**config.mk**
```make
export PLATFORM = sky130hd
export DESIGN_NAME = execQueue
export DESIGN_NICKNAME = d
export VERILOG_FILES = /design/src/rtl/execPkg.sv /design/src/rtl/execQueue.sv
export VERILOG_INCLUDE_DIRS = /design/src /design/src/rtl
export SDC_FILE = /design/constraint.sdc
export NUM_CORES = 1
export LEC_CHECK = 0
export BUFFER_PORTS_ARGS = -buffer_cell sky130_fd_sc_hd__buf_4
export CELL_PAD_IN_SITES_DETAIL_PLACEMENT = 1
export CELL_PAD_IN_SITES_GLOBAL_PLACEMENT = 2
export CORE_MARGIN = 1
export CORE_UTILIZATION = 48
export DETAILED_ROUTE_END_ITERATION = 12
export GPL_TIMING_DRIVEN = 0
export PLACE_DENSITY_LB_ADDON = 0.25
export SYNTH_ARGS = -nofsm -noshare
export SYNTH_HDL_FRONTEND = slang
export SYNTH_SLANG_ARGS = --single-unit
```
**constraint.sdc**
```tcl
create_clock -name Clock -period 7.9 [get_ports Clock]
set_clock_uncertainty 0.05 [all_clocks]
set_input_delay 1.975 -clock Clock [delete_from_list [all_inputs] [get_ports Clock]]
set_output_delay 1.975 -clock Clock [all_outputs]
set_load 0.005 [all_outputs]
```
**src/rtl/exec_config.svh**
```systemverilog
// Execute subsystem configuration.
// Data, shift and function-code widths, plus the queue depth
// that also sets the number of issue credits.

`ifndef EXEC_CONFIG_SVH
`define EXEC_CONFIG_SVH

// --------------------
// Datapath widths
// --------------------
`define EXEC_DATA_W      32 // Operand and result width.
`define EXEC_SHAMT_W     5  // Shift amount width.
`define EXEC_FUNC_W      6  // Function code width.

// --------------------
// Queue sizing
// --------------------
`define EXEC_QUEUE_DEPTH 4  // Entries and initial credits.

`endif

```
**src/rtl/execPkg.sv**
```systemverilog
// Execute subsystem package.
// Decoded opcode type and the MIPS funct codes for the SPECIAL
// and SPECIAL2 tables.

`include "exec_config.svh"

package execPkg;

    // Decoded operation, carried from issue through the queue.
    typedef enum logic [4:0] {
        OP_ADD, OP_ADDU, OP_SUB, OP_SUBU,
        OP_AND, OP_OR, OP_XOR, OP_NOR,
        OP_SLT, OP_SLTU,
        OP_SLL, OP_SRL, OP_SRA,
        OP_MULT, OP_MULTU, OP_MFHI, OP_MFLO,
        OP_CLZ, OP_CLO,
        OP_ILLEGAL
    } execOpE;

    // --------------------
    // SPECIAL funct codes
    // --------------------
    parameter logic [`EXEC_FUNC_W-1:0] FN_SLL   = 6'h00;
    parameter logic [`EXEC_FUNC_W-1:0] FN_SRL   = 6'h02;
    parameter logic [`EXEC_FUNC_W-1:0] FN_SRA   = 6'h03;
    parameter logic [`EXEC_FUNC_W-1:0] FN_MFHI  = 6'h10;
    parameter logic [`EXEC_FUNC_W-1:0] FN_MFLO  = 6'h12;
    parameter logic [`EXEC_FUNC_W-1:0] FN_MULT  = 6'h18;
    parameter logic [`EXEC_FUNC_W-1:0] FN_MULTU = 6'h19;
    parameter logic [`EXEC_FUNC_W-1:0] FN_ADD   = 6'h20;
    parameter logic [`EXEC_FUNC_W-1:0] FN_ADDU  = 6'h21;
    parameter logic [`EXEC_FUNC_W-1:0] FN_SUB   = 6'h22;
    parameter logic [`EXEC_FUNC_W-1:0] FN_SUBU  = 6'h23;
    parameter logic [`EXEC_FUNC_W-1:0] FN_AND   = 6'h24;
    parameter logic [`EXEC_FUNC_W-1:0] FN_OR    = 6'h25;
    parameter logic [`EXEC_FUNC_W-1:0] FN_XOR   = 6'h26;
    parameter logic [`EXEC_FUNC_W-1:0] FN_NOR   = 6'h27;
    parameter logic [`EXEC_FUNC_W-1:0] FN_SLT   = 6'h2a;
    parameter logic [`EXEC_FUNC_W-1:0] FN_SLTU  = 6'h2b;

    // SPECIAL2 funct codes.
    parameter logic [`EXEC_FUNC_W-1:0] FN_CLZ   = 6'h20;
    parameter logic [`EXEC_FUNC_W-1:0] FN_CLO   = 6'h21;

endpackage

```
**src/rtl/execQueue.sv**
```systemverilog
// Decoded operation queue.
// Circular FIFO between issue and the execute unit. Each pop
// sends one credit back to issue on the following cycle.

`timescale 1ns/1ps
`include "exec_config.svh"

module execQueue #(
    parameter int DEPTH = 4
) (
    input  logic                      Clock,
    input  logic                      rstN,
    input  logic                      pushValid,
    input  execPkg::execOpE           pushOp,
    input  logic [`EXEC_DATA_W-1:0]   pushA,
    input  logic [`EXEC_DATA_W-1:0]   pushB,
    input  logic [`EXEC_SHAMT_W-1:0]  pushShamt,
    input  logic                      popTake,
    output logic                      popValid,
    output execPkg::execOpE           popOp,
    output logic [`EXEC_DATA_W-1:0]   popA,
    output logic [`EXEC_DATA_W-1:0]   popB,
    output logic [`EXEC_SHAMT_W-1:0]  popShamt,
    output logic                      creditReturn
);

    import execPkg::*;

    localparam int PTR_W = (DEPTH > 1) ? $clog2(DEPTH) : 1;
    localparam int CNT_W = $clog2(DEPTH + 1);

    // Storage.
    execOpE                   opMem    [DEPTH];
    logic [`EXEC_DATA_W-1:0]  aMem     [DEPTH];
    logic [`EXEC_DATA_W-1:0]  bMem     [DEPTH];
    logic [`EXEC_SHAMT_W-1:0] shamtMem [DEPTH];

    logic [PTR_W-1:0] wrPtr;
    logic [PTR_W-1:0] rdPtr;
    logic [CNT_W-1:0] count;

    assign popValid = (count != '0);
    assign popOp    = opMem[rdPtr];
    assign popA     = aMem[rdPtr];
    assign popB     = bMem[rdPtr];
    assign popShamt = shamtMem[rdPtr];

    // --------------------
    // Pointers and count
    // --------------------
    always_ff @(posedge Clock or negedge rstN)
    begin
        if (!rstN)
        begin
            wrPtr        <= '0;
            rdPtr        <= '0;
            count        <= '0;
            creditReturn <= 1'b0;
        end
        else
        begin
            creditReturn <= popTake; // One credit per pop.
            if (pushValid)
                wrPtr <= (wrPtr == PTR_W'(DEPTH - 1)) ? '0 : wrPtr + 1'b1;
            if (popTake)
                rdPtr <= (rdPtr == PTR_W'(DEPTH - 1)) ? '0 : rdPtr + 1'b1;
            case ({pushValid, popTake})
                2'b10:   count <= count + 1'b1;
                2'b01:   count <= count - 1'b1;
                default: count <= count;
            endcase
        end
    end

    always_ff @(posedge Clock)
    begin
        if (pushValid)
        begin
            opMem[wrPtr]    <= pushOp;
            aMem[wrPtr]     <= pushA;
            bMem[wrPtr]     <= pushB;
            shamtMem[wrPtr] <= pushShamt;
        end
    end

endmodule

```
==> impl_metrics.tcl <==
set metrics [dict create \
    result_of_the_run "complete, no violations" \
    grt_busiest_layer "met2" \
    drt-vias-per-instance 5.408 \
    ys_seq_elements 304 \
    cp_slowest_stage_delay_ps 430 \
    post-cts-setup-buffer-count 0 \
    place_ws_ps 4227 \
    cap_viol_max_count 0 \
    cts_buffers 34 \
    design.die.area_um2 23850 \
    post_cts_resized 0 \
    grt_antenna_before_repair 0 \
    grt_use_met3_pct 5.520 \
    critPathRequiredTime_ps 5880 \
    timing.final.setup_violations 0 \
    dr.first_iter.drc_count 287 \
    num-fill-cells 1877 \
    initial_core_util_pct 49.12 \
    io_buffers 153 \
    ranking_of_synthesized_cells_by_instance_count "296 x sky130_fd_sc_hd__edfxtp_1, 74 x sky130_fd_sc_hd__mux4_2, 8 x sky130_fd_sc_hd__dfrtp_1" \
    detailedRoute.firstPassIterationCount 4 \
    finalWorstSetupSlack_ps 3746 \
    clockRootBuffer "sky130_fd_sc_hd__clkbuf_16" \
    ys_async_sr_fraction_pct 2.632 \
    grt_pass1_vias 5699 \
    grt.met2_usage_pct 31.76 \
    cts.sink_count 304 \
    timing.critical_path.to_type "output pin" \
    core_area_um2 22710 \
    worst_path_max_delay_cell "sky130_fd_sc_hd__dfrtp_1" \
    peakVddDrop_mv 0.2353 \
    rows 55 \
    io_pins 154 \
    postCtsHoldBufs 0 \
    crit_fanout 10 \
    timing.critical_path.from "rdPtr[1]$_DFFE_PN0P_" \
    power_density_nw_per_um2 366.5 \
    synthesis.yosys.warnings 0 \
    globalRoute.totalOverflow 0 \
    place_hpwl_mm 13.14 \
    synth_area_um2 11160 \
    maxSlewHeadroom_pct 54.05 \
    final-hold-violation-count 0 \
    route.final.wire_length_mm 21.37 \
    synth-main-ff-cell "sky130_fd_sc_hd__edfxtp_1" \
    grt_max_degree 46 \
    postSynthCellCount 426 \
    gr-usage-all-layers_pct 18.59 \
    period_share_pct 52.58 \
    postRouteAntennaNets 0 \
    max_freq_ghz 0.2407 \
    synth_enable_flop_cells 296 \
    worstHoldPathType "reg2reg" \
    place.gp.congestion 0.6981 \
    timing.rr.start "wrPtr[0]$_DFFE_PN0P_" \
    cts_tree "built" \
    route.detailed.drc 0 \
    max-clock-path-buffers 3 \
    groute.layer.met1.usage_pct 23.27 \
    vias 5024 \
    synthTopCellsByArea "sky130_fd_sc_hd__edfxtp_1 80%, sky130_fd_sc_hd__mux4_2 15%, sky130_fd_sc_hd__dfrtp_1 1.8%, sky130_fd_sc_hd__buf_12 0.72%, sky130_fd_sc_hd__ha_1 0.67%" \
    clkLatencyLatePin_ps 490 \
    finalMaxSlewViolations 0 \
    detail_route.wl_per_cell_um 23.01 \
    worst_path_class_setup "reg2out" \
    mappedNetlistNets 511 \
    grt_pass1_wl_mm 32.75 \
    clock_transition_at_path_regs_ps 50 \
    synth_sequential_area_ratio_pct 81.47 \
    rsz0062_at_grt "no" \
    synth_top_cell_by_area "sky130_fd_sc_hd__edfxtp_1" \
    finalSetupTns_ps 0 \
    worst_path_most_repeated_cell "sky130_fd_sc_hd__buf_2" \
    critical_path.cell_chain "buf_2 -> buf_2 -> mux4_2 -> buf_4" \
    synthesis.area_per_instance_um2 26.19 \
    max_slew.worst_pin.slew_ps 689.3 \
    die_height_um 154.5 \
    hold_path_startpoint "count[2]$_DFFE_PN0P_" \
    num_antenna_cells 0 \
    chipWidth_um 154.5 \
    total_leakage_power_nw 4.795 \
    most_frequent_cell_after_synthesis "sky130_fd_sc_hd__edfxtp_1" \
    arrival_time_of_the_worst_setup_path_ps 2130 \
    areaGrowthSynthToFinish_pct 23.95 \
    h-tree-depth 2 \
    synth.top_cell.area_share_pct 79.68 \
    critPathLaunchType "flop" \
    nets 704 \
    drive_above_1_share_pct 46.12 \
    synth.distinct_cells 20 \
    timing.final.crit_period_ps 4154 \
]
metal layers:
| layer | wire length [um] | up-vias |
|---|---|---|
| met3 | 1310 | 33 |
| met2 | 10880 | 141 |
| met4 | 350 | 0 |
| met5 | 0 | - |
| met1 | 8830 | 2638 |
| li1 | - | 2212 |
registers in the layout, indices dropped and copies added (netlist names):
name	count
wrPtr	2
shamtMem	20
aMem	128
rdPtr	2
opMem	20
creditReturn	1
bMem	128
count	3
path summary, 6_finish.rpt:
path | end | slack, ps | cells after the start
setup / recovery | popOp[2] | 3750 | 4
hold / removal | count[2]$_DFFE_PN0P_ | 420 | 1
setup reg to reg | bMem[2][15]$_DFFE_PP_ | 5910 | 4
hold reg to reg | count[2]$_DFFE_PN0P_ | 420 | 1
max in group asynchronous | rdPtr[0]$_DFFE_PN0P_ | 6420 | 1
min in group asynchronous | creditReturn$_DFF_PN0_ | 1240 | 1
cells in the final DEF (no fill, tap or decap), drive strengths merged:
master / n
edfxtp: 296
xor2: 2
or3: 2
clkbuf: 46
xnor2: 1
dfrtp: 8
and2: 4
clkinv: 15
o21ai: 3
ha: 6
mux2: 2
fa: 1
clkinvlp: 1
nand2: 2
nor2: 2
mux4: 74
buf: 172
bufinv: 1
inv: 6
per-stage QoR:
stage          instance area [um2]  hold WS [ps]  utilization (%)  cells  power (W)
2_1_floorplan                11160         383.6                -    426   0.002984
3_3_place_gp                 12660         396.8            55.75    864   0.003632
3_5_place_dp                 12770         410.1            56.25    868   0.003674
4_1_cts                      13830         421.0            60.89    929   0.005158
5_1_grt                      13830         440.1            60.89    929   0.005298
6_report                     13830         415.1            60.89    929   0.005068
power by group:
part	switching (W)	internal [W]
Combinational	0.000667	0.000807
Sequential	0.0000658	0.00207
Clock	0.000582	0.000880
Total	0.00131	0.00375
final cells by class:
cell class                 count  area (um2)  share of cell area (%)
sequential                   304        9089                   65.73
multi-input combinational     99        1888                   13.65
timing repair buffer         157        1251                   9.049
clock buffer                  44       952.2                   6.886
tap                          285       356.6                   2.579
buffer                        17       166.4                   1.204
clock inverter                17       101.3                  0.7330
inverter                       6       22.52                  0.1629
critical path: cells and delay by family (launching register included):
kind                   cells  cell delay (ps)
buffers and inverters      3              820
DFF                        1              430
muxes                      1              390
kinds of logic after synthesis:
| logic type | Yosys count | share of synthesized area [%] |
|---|---|---|
| xor gates and xnor gates | 3 | 0.2356 |
| buffers and inverters | 23 | 1.694 |
| and+or+nand+nor | 10 | 0.4711 |
| AOI/OAI and AO/OA | 3 | 0.1346 |
| muxes | 76 | 15.14 |
| adders and majority gates | 7 | 0.8524 |
| DFF | 304 | 81.47 |
Power figures use the tool's default switching activity.
