$ cat src/rtl/exec_config.svh
// Execute subsystem configuration.
// Data, shift and function-code widths, plus the queue depth
// that also sets the number of issue credits.

`ifndef EXEC_CONFIG_SVH
`define EXEC_CONFIG_SVH

// --------------------
// Datapath widths
// --------------------
`define EXEC_DATA_W      32 // Operand and result width.
`define EXEC_SHAMT_W     5  // Shift amount width.
`define EXEC_FUNC_W      6  // Function code width.

// --------------------
// Queue sizing
// --------------------
`define EXEC_QUEUE_DEPTH 4  // Entries and initial credits.

`endif

$ cat src/rtl/execPkg.sv
// Execute subsystem package.
// Decoded opcode type and the MIPS funct codes for the SPECIAL
// and SPECIAL2 tables.

`include "exec_config.svh"

package execPkg;

    // Decoded operation, carried from issue through the queue.
    typedef enum logic [4:0] {
        OP_ADD, OP_ADDU, OP_SUB, OP_SUBU,
        OP_AND, OP_OR, OP_XOR, OP_NOR,
        OP_SLT, OP_SLTU,
        OP_SLL, OP_SRL, OP_SRA,
        OP_MULT, OP_MULTU, OP_MFHI, OP_MFLO,
        OP_CLZ, OP_CLO,
        OP_ILLEGAL
    } execOpE;

    // --------------------
    // SPECIAL funct codes
    // --------------------
    parameter logic [`EXEC_FUNC_W-1:0] FN_SLL   = 6'h00;
    parameter logic [`EXEC_FUNC_W-1:0] FN_SRL   = 6'h02;
    parameter logic [`EXEC_FUNC_W-1:0] FN_SRA   = 6'h03;
    parameter logic [`EXEC_FUNC_W-1:0] FN_MFHI  = 6'h10;
    parameter logic [`EXEC_FUNC_W-1:0] FN_MFLO  = 6'h12;
    parameter logic [`EXEC_FUNC_W-1:0] FN_MULT  = 6'h18;
    parameter logic [`EXEC_FUNC_W-1:0] FN_MULTU = 6'h19;
    parameter logic [`EXEC_FUNC_W-1:0] FN_ADD   = 6'h20;
    parameter logic [`EXEC_FUNC_W-1:0] FN_ADDU  = 6'h21;
    parameter logic [`EXEC_FUNC_W-1:0] FN_SUB   = 6'h22;
    parameter logic [`EXEC_FUNC_W-1:0] FN_SUBU  = 6'h23;
    parameter logic [`EXEC_FUNC_W-1:0] FN_AND   = 6'h24;
    parameter logic [`EXEC_FUNC_W-1:0] FN_OR    = 6'h25;
    parameter logic [`EXEC_FUNC_W-1:0] FN_XOR   = 6'h26;
    parameter logic [`EXEC_FUNC_W-1:0] FN_NOR   = 6'h27;
    parameter logic [`EXEC_FUNC_W-1:0] FN_SLT   = 6'h2a;
    parameter logic [`EXEC_FUNC_W-1:0] FN_SLTU  = 6'h2b;

    // SPECIAL2 funct codes.
    parameter logic [`EXEC_FUNC_W-1:0] FN_CLZ   = 6'h20;
    parameter logic [`EXEC_FUNC_W-1:0] FN_CLO   = 6'h21;

endpackage

$ cat src/rtl/execIssue.sv
// Execute issue stage.
// Decodes the funct code into an opcode, picks B or the immediate
// and pushes the operation into the queue. A credit counter
// tracks free queue entries and gates inReady.

`timescale 1ns/1ps
`include "exec_config.svh"

module execIssue (
    input  logic                      Clock,
    input  logic                      rstN,
    input  logic                      inValid,
    input  logic                      aluOp,
    input  logic                      mulOp,
    input  logic [`EXEC_FUNC_W-1:0]   func,
    input  logic [`EXEC_DATA_W-1:0]   a,
    input  logic [`EXEC_DATA_W-1:0]   b,
    input  logic [`EXEC_DATA_W-1:0]   immediate,
    input  logic [`EXEC_SHAMT_W-1:0]  shamt,
    input  logic                      aluSrc,
    input  logic                      creditReturn,
    output logic                      inReady,
    output logic                      pushValid,
    output execPkg::execOpE           pushOp,
    output logic [`EXEC_DATA_W-1:0]   pushA,
    output logic [`EXEC_DATA_W-1:0]   pushB,
    output logic [`EXEC_SHAMT_W-1:0]  pushShamt
);

    import execPkg::*;

    localparam int CRED_W = $clog2(`EXEC_QUEUE_DEPTH + 1);

    logic [CRED_W-1:0] credits;
    logic              accept;
    execOpE            decOp;

    assign inReady = (credits != '0); // One free slot is enough.
    assign accept  = inValid && inReady;

    // --------------------
    // Decode
    // --------------------
    always_comb
    begin
        decOp = OP_ILLEGAL;
        case ({aluOp, mulOp})
            2'b10:
                case (func)
                    FN_ADD:   decOp = OP_ADD;
                    FN_ADDU:  decOp = OP_ADDU;
                    FN_SUB:   decOp = OP_SUB;
                    FN_SUBU:  decOp = OP_SUBU;
                    FN_AND:   decOp = OP_AND;
                    FN_OR:    decOp = OP_OR;
                    FN_XOR:   decOp = OP_XOR;
                    FN_NOR:   decOp = OP_NOR;
                    FN_SLT:   decOp = OP_SLT;
                    FN_SLTU:  decOp = OP_SLTU;
                    FN_SLL:   decOp = OP_SLL;
                    FN_SRL:   decOp = OP_SRL;
                    FN_SRA:   decOp = OP_SRA;
                    FN_MULT:  decOp = OP_MULT;
                    FN_MULTU: decOp = OP_MULTU;
                    FN_MFHI:  decOp = OP_MFHI;
                    FN_MFLO:  decOp = OP_MFLO;
                    default:  decOp = OP_ILLEGAL;
                endcase
            2'b01:
                case (func)
                    FN_CLZ:   decOp = OP_CLZ;
                    FN_CLO:   decOp = OP_CLO;
                    default:  decOp = OP_ILLEGAL;
                endcase
            default: decOp = OP_ILLEGAL; // Neither or both tables.
        endcase
    end

    // Credits and push valid.
    always_ff @(posedge Clock or negedge rstN)
    begin
        if (!rstN)
        begin
            credits   <= CRED_W'(`EXEC_QUEUE_DEPTH);
            pushValid <= 1'b0;
        end
        else
        begin
            pushValid <= accept;
            case ({accept, creditReturn})
                2'b10:   credits <= credits - 1'b1;
                2'b01:   credits <= credits + 1'b1;
                default: credits <= credits; // Both or neither cancel.
            endcase
        end
    end

    // Push payload.
    always_ff @(posedge Clock)
    begin
        if (accept)
        begin
            pushOp    <= decOp;
            pushA     <= a;
            pushB     <= aluSrc ? immediate : b;
            pushShamt <= shamt;
        end
    end

endmodule

$ cat config.mk
export PLATFORM = sky130hd
export DESIGN_NAME = execIssue
export DESIGN_NICKNAME = d
export VERILOG_FILES = /design/src/rtl/execPkg.sv /design/src/rtl/execIssue.sv
export VERILOG_INCLUDE_DIRS = /design/src /design/src/rtl
export SDC_FILE = /design/constraint.sdc
export NUM_CORES = 1
export LEC_CHECK = 0
export BUFFER_PORTS_ARGS = -buffer_cell sky130_fd_sc_hd__buf_4
export CAP_MARGIN = 20
export CORE_AREA = 2 2 88 90
export CTS_BUF_LIST = sky130_fd_sc_hd__clkbuf_2 sky130_fd_sc_hd__clkbuf_4 sky130_fd_sc_hd__clkbuf_8
export CTS_CLUSTER_SIZE = 16
export DETAILED_ROUTE_END_ITERATION = 6
export DIE_AREA = 0 0 90 92
export GPL_TIMING_DRIVEN = 0
export PLACE_DENSITY = 0.79
export SKIP_CTS_REPAIR_TIMING = 1
export SYNTH_ARGS = -nofsm -noshare
export SYNTH_HDL_FRONTEND = slang
export SYNTH_SLANG_ARGS = --single-unit
export TNS_END_PERCENT = 20
$ cat constraint.sdc
create_clock -name Clock -period 2.9 [get_ports Clock]
set_clock_uncertainty 0.1 [all_clocks]
set_input_delay 0.29 -clock Clock [delete_from_list [all_inputs] [get_ports Clock]]
set_output_delay 0.29 -clock Clock [all_outputs]
set_load 0.005 [all_outputs]
==> results by group <==
Clock network
  – Clock transition at path regs: 90 ps
  – H-tree lvl count: 3
  – Clock buffer depth: 2
  – CTS root buffer: clkbuf_8
  – Sink Count: 78
  – TritonCTS clock tree: yes
  – Worst-Skew Late Latency: 340 ps
  – CTS Buf Count: 9

Route
  – Remaining DRCs: 0
  – DRT iter0 DRCs: 82
  – Routed Antenna Nets: 0
  – TritonRoute pass-1 iters: 4
  – Vias: 2336
  – Wire per inst: 16.8 um
  – Routed WL: 8.29 mm
  – DR vias/cell: 4.73

Floorplanning
  – Row Count: 32
  – Initial core utilization: 41.9%
  – Die Area: 0.00828 mm^2
  – Die Width: 90 um
  – Chip Height: 92 um
  – IO Pins: 190
  – Core area: 0.00745 mm^2

Global routing
  – First-pass GRT wire length: 11.3 mm
  – Vias in the first global route: 2183
  – Grt total ovfl: 0
  – Largest net degree at the start of global routing: 76
  – Total GRT Usage: 17.8%
  – Initial antenna violation count: 0

Setup path
  – Reg2reg path depth: 8
  – Crit path top cell by count: xor2_1
  – WP data arrival: 2430 ps
  – Reg2reg start: credits[0]
  – WS Path Type: flip-flop to flip-flop
  – CP Launch Type: flip-flop
  – R2R Path End: credits[2]
  – Worst reg-to-reg setup slack: 640 ps
  – Max incr delay on CP: 440 ps
  – CP Capture Type: flip-flop
  – Critical Path RT: 3070 ps
  – CP max FO: 3
  – CP max stage cell: dfrtp_1
  – Crit-path cells: or3_1 > nand2_1 > ha_1 > inv_1 > fa_1 > xor2_1 > nor2_1 > xor2_1

Pwr
  – P_sw: 0.798 mW
  – VDD IR max: 0.261 mV
  – Switching Fraction: 25.8%
  – Leakage Power: 2.16 nW
  – Power share of the combinational group: 22.2%
  – Tot Pwr: 3.09 mW
  – Internal power: 2.29 mW
  – Clk pwr share: 27.2%
  – Power per cell area: 615 mW/mm^2
  – Register share of total power: 50.6%

STA
  – RSZ-0062 raised after global routing: no
  – Fin. max-slew vios: 0
  – Slew @ Worst Pin: 918 ps
  – Final setup TNS: 0 ps
  – Setup violators final: 0
  – Fmax achieved: 443 MHz
  – Post-route setup slack: 643 ps
  – Fin crit share: 77.8%
  – Relative slew slack: 38.8%
  – Fin crit period: 2260 ps
  – Hold Violations, Final: 0

Synth
  – Yosys top cell area share: 71.2%
  – Fraction of the yosys area taken by sequential cells: 74.4%
  – Asr flop ratio synth: 5.13%
  – Synth warn: 0
  – Avg Inst Size Synth: 18.1 um^2
  – Post-synth top area cell: edfxtp_1
  – Synth unique cells: 32
  – Synth Register Bits: 78
  – Syn_nets: 295
  – Mapped Cells: 173
  – Synth area leaders: edfxtp_1 71%, mux2_2 12%, ha_1 2.8%
  – Post-synth EDFFs: 74
  – Post-synth top flop: edfxtp_1
  – Mapped Area: 0.00312 mm^2

Flow run
  – MaxCap Viol Count: 0

Layout
  – Final core utilization: 67.4%
  – Most frequent cells in the layout: 188 x buf_4, 74 x edfxtp_1, 32 x mux2_2
  – Area delta synth->final: 60.7%
  – Nets@finish: 509
  – Filler cell count: 548
  – # diodes: 0
  – Share of post-route cells with drive strength above 1: 62.8%
  – Most common cell after layout, fill and taps aside: buf_4
  – Final Non-Filler Cells: 494

Placement
  – Port Buffer Count: 188
  – GP Congestion: 0.901
  – Dpl ws: 699 ps
  – Placed insts: 463
  – Placed wire-length estimate: 5.80 mm

Worst hold path
  – Hold path start: shamt[4]
  – Hold Path Sink: pushShamt[4]
  – HP Class: primary input to flip-flop
  – Worst Hold Depth: 1

Status
  – Status: finished, final reports clean
==> cell families after synthesis <==
| group | synth area share (%) |
|---|---|
| AND/OR/NAND/NOR | 3.13 |
| buffers and inverters | 2.04 |
| multiplexers | 12.9 |
| adder cells (fa/ha/maj) | 3.45 |
| flip-flops | 74.4 |
| XOR/XNOR | 0.841 |
| AO/OA/AOI/OAI | 3.25 |
==> registers in the layout, indices dropped and copies added (netlist names) <==
signal	count
pushOp	5
credits	3
pushB	32
pushValid	1
pushA	32
pushShamt	5
==> routing by layer <==
layer,track usage (%),part of all wire [%],vias to the layer above
met3,6.49,9.5,15
met2,31.0,52,134
met5,0,0,-
met1,20.3,37,1097
li1,-,-,1090
met4,6.15,1.5,0
==> final cells by class <==
| cell class | count | area, um^2 | area share [%] |
|---|---|---|---|
| Tap cell | 102 | 128 | 2.54 |
| Inverter | 9 | 36.3 | 0.723 |
| Buffer | 5 | 30.0 | 0.598 |
| Sequential cell | 78 | 2320 | 46.3 |
| Timing Repair Buffer | 203 | 1560 | 31.1 |
| Clock inverter | 7 | 81.3 | 1.62 |
| Multi-Input combinational cell | 81 | 736 | 14.7 |
| Clock buffer | 9 | 124 | 2.47 |
==> power groups by stage <==
stage | registers (mW) | clock network, mW | logic (mW)
after floorplan | 1.61 | 0 | 0.209
after detailed placement | 1.58 | 0 | 0.669
final | 1.56 | 0.840 | 0.687
after global placement | 1.59 | 0 | 0.648
after global routing | 1.58 | 0.894 | 0.739
after CTS | 1.56 | 0.845 | 0.673
==> worst max-delay path, delay by kind of cell, from the launching register on <==
family                     cells  cell delay [ps]
DFF                            1              440
adders and majority gates      2              580
buffers and inverters          1               60
xor gates and xnor gates       2              310
and+or+nand+nor                3              690
==> cells in the mapped netlist (all sizes together) (2+ instances only) <==
master,number
edfxtp,74
mux2,34
inv,9
ha,7
nor2,7
buf,4
o21ai,4
a31oi,3
dfrtp,3
nand2,3
nand2b,3
a21oi,2
and3,2
mux2i,2
xor2,2
==> stage by stage <==
| step | cell area, um^2 | hold WS [ps] |
|---|---|---|
| 2_1_floorplan | 3120 | -106 |
| 5_1_grt | 5020 | 0.609 |
| 3_5_place_dp | 4660 | -12.3 |
| 6_report | 5020 | 20.7 |
| 3_3_place_gp | 4660 | -12.7 |
| 4_1_cts | 4870 | -394 |
==> how the worst max path moves through the flow <==
| stage | slack (ps) | endpoint | cells past startpoint | start |
|---|---|---|---|---|
| after global routing | 540 | credits[2] | 8 | credits[0] |
| after global placement | -360 | pushB[28] | 3 | credits[2] |
| after floorplan | 200 | pushA[0] | 3 | credits[2] |
| after detailed placement | 700 | credits[2] | 8 | credits[0] |
| after CTS | 640 | credits[2] | 8 | credits[0] |
| final | 640 | credits[2] | 8 | credits[0] |
Note: power is estimated with default switching activity, not from simulation.
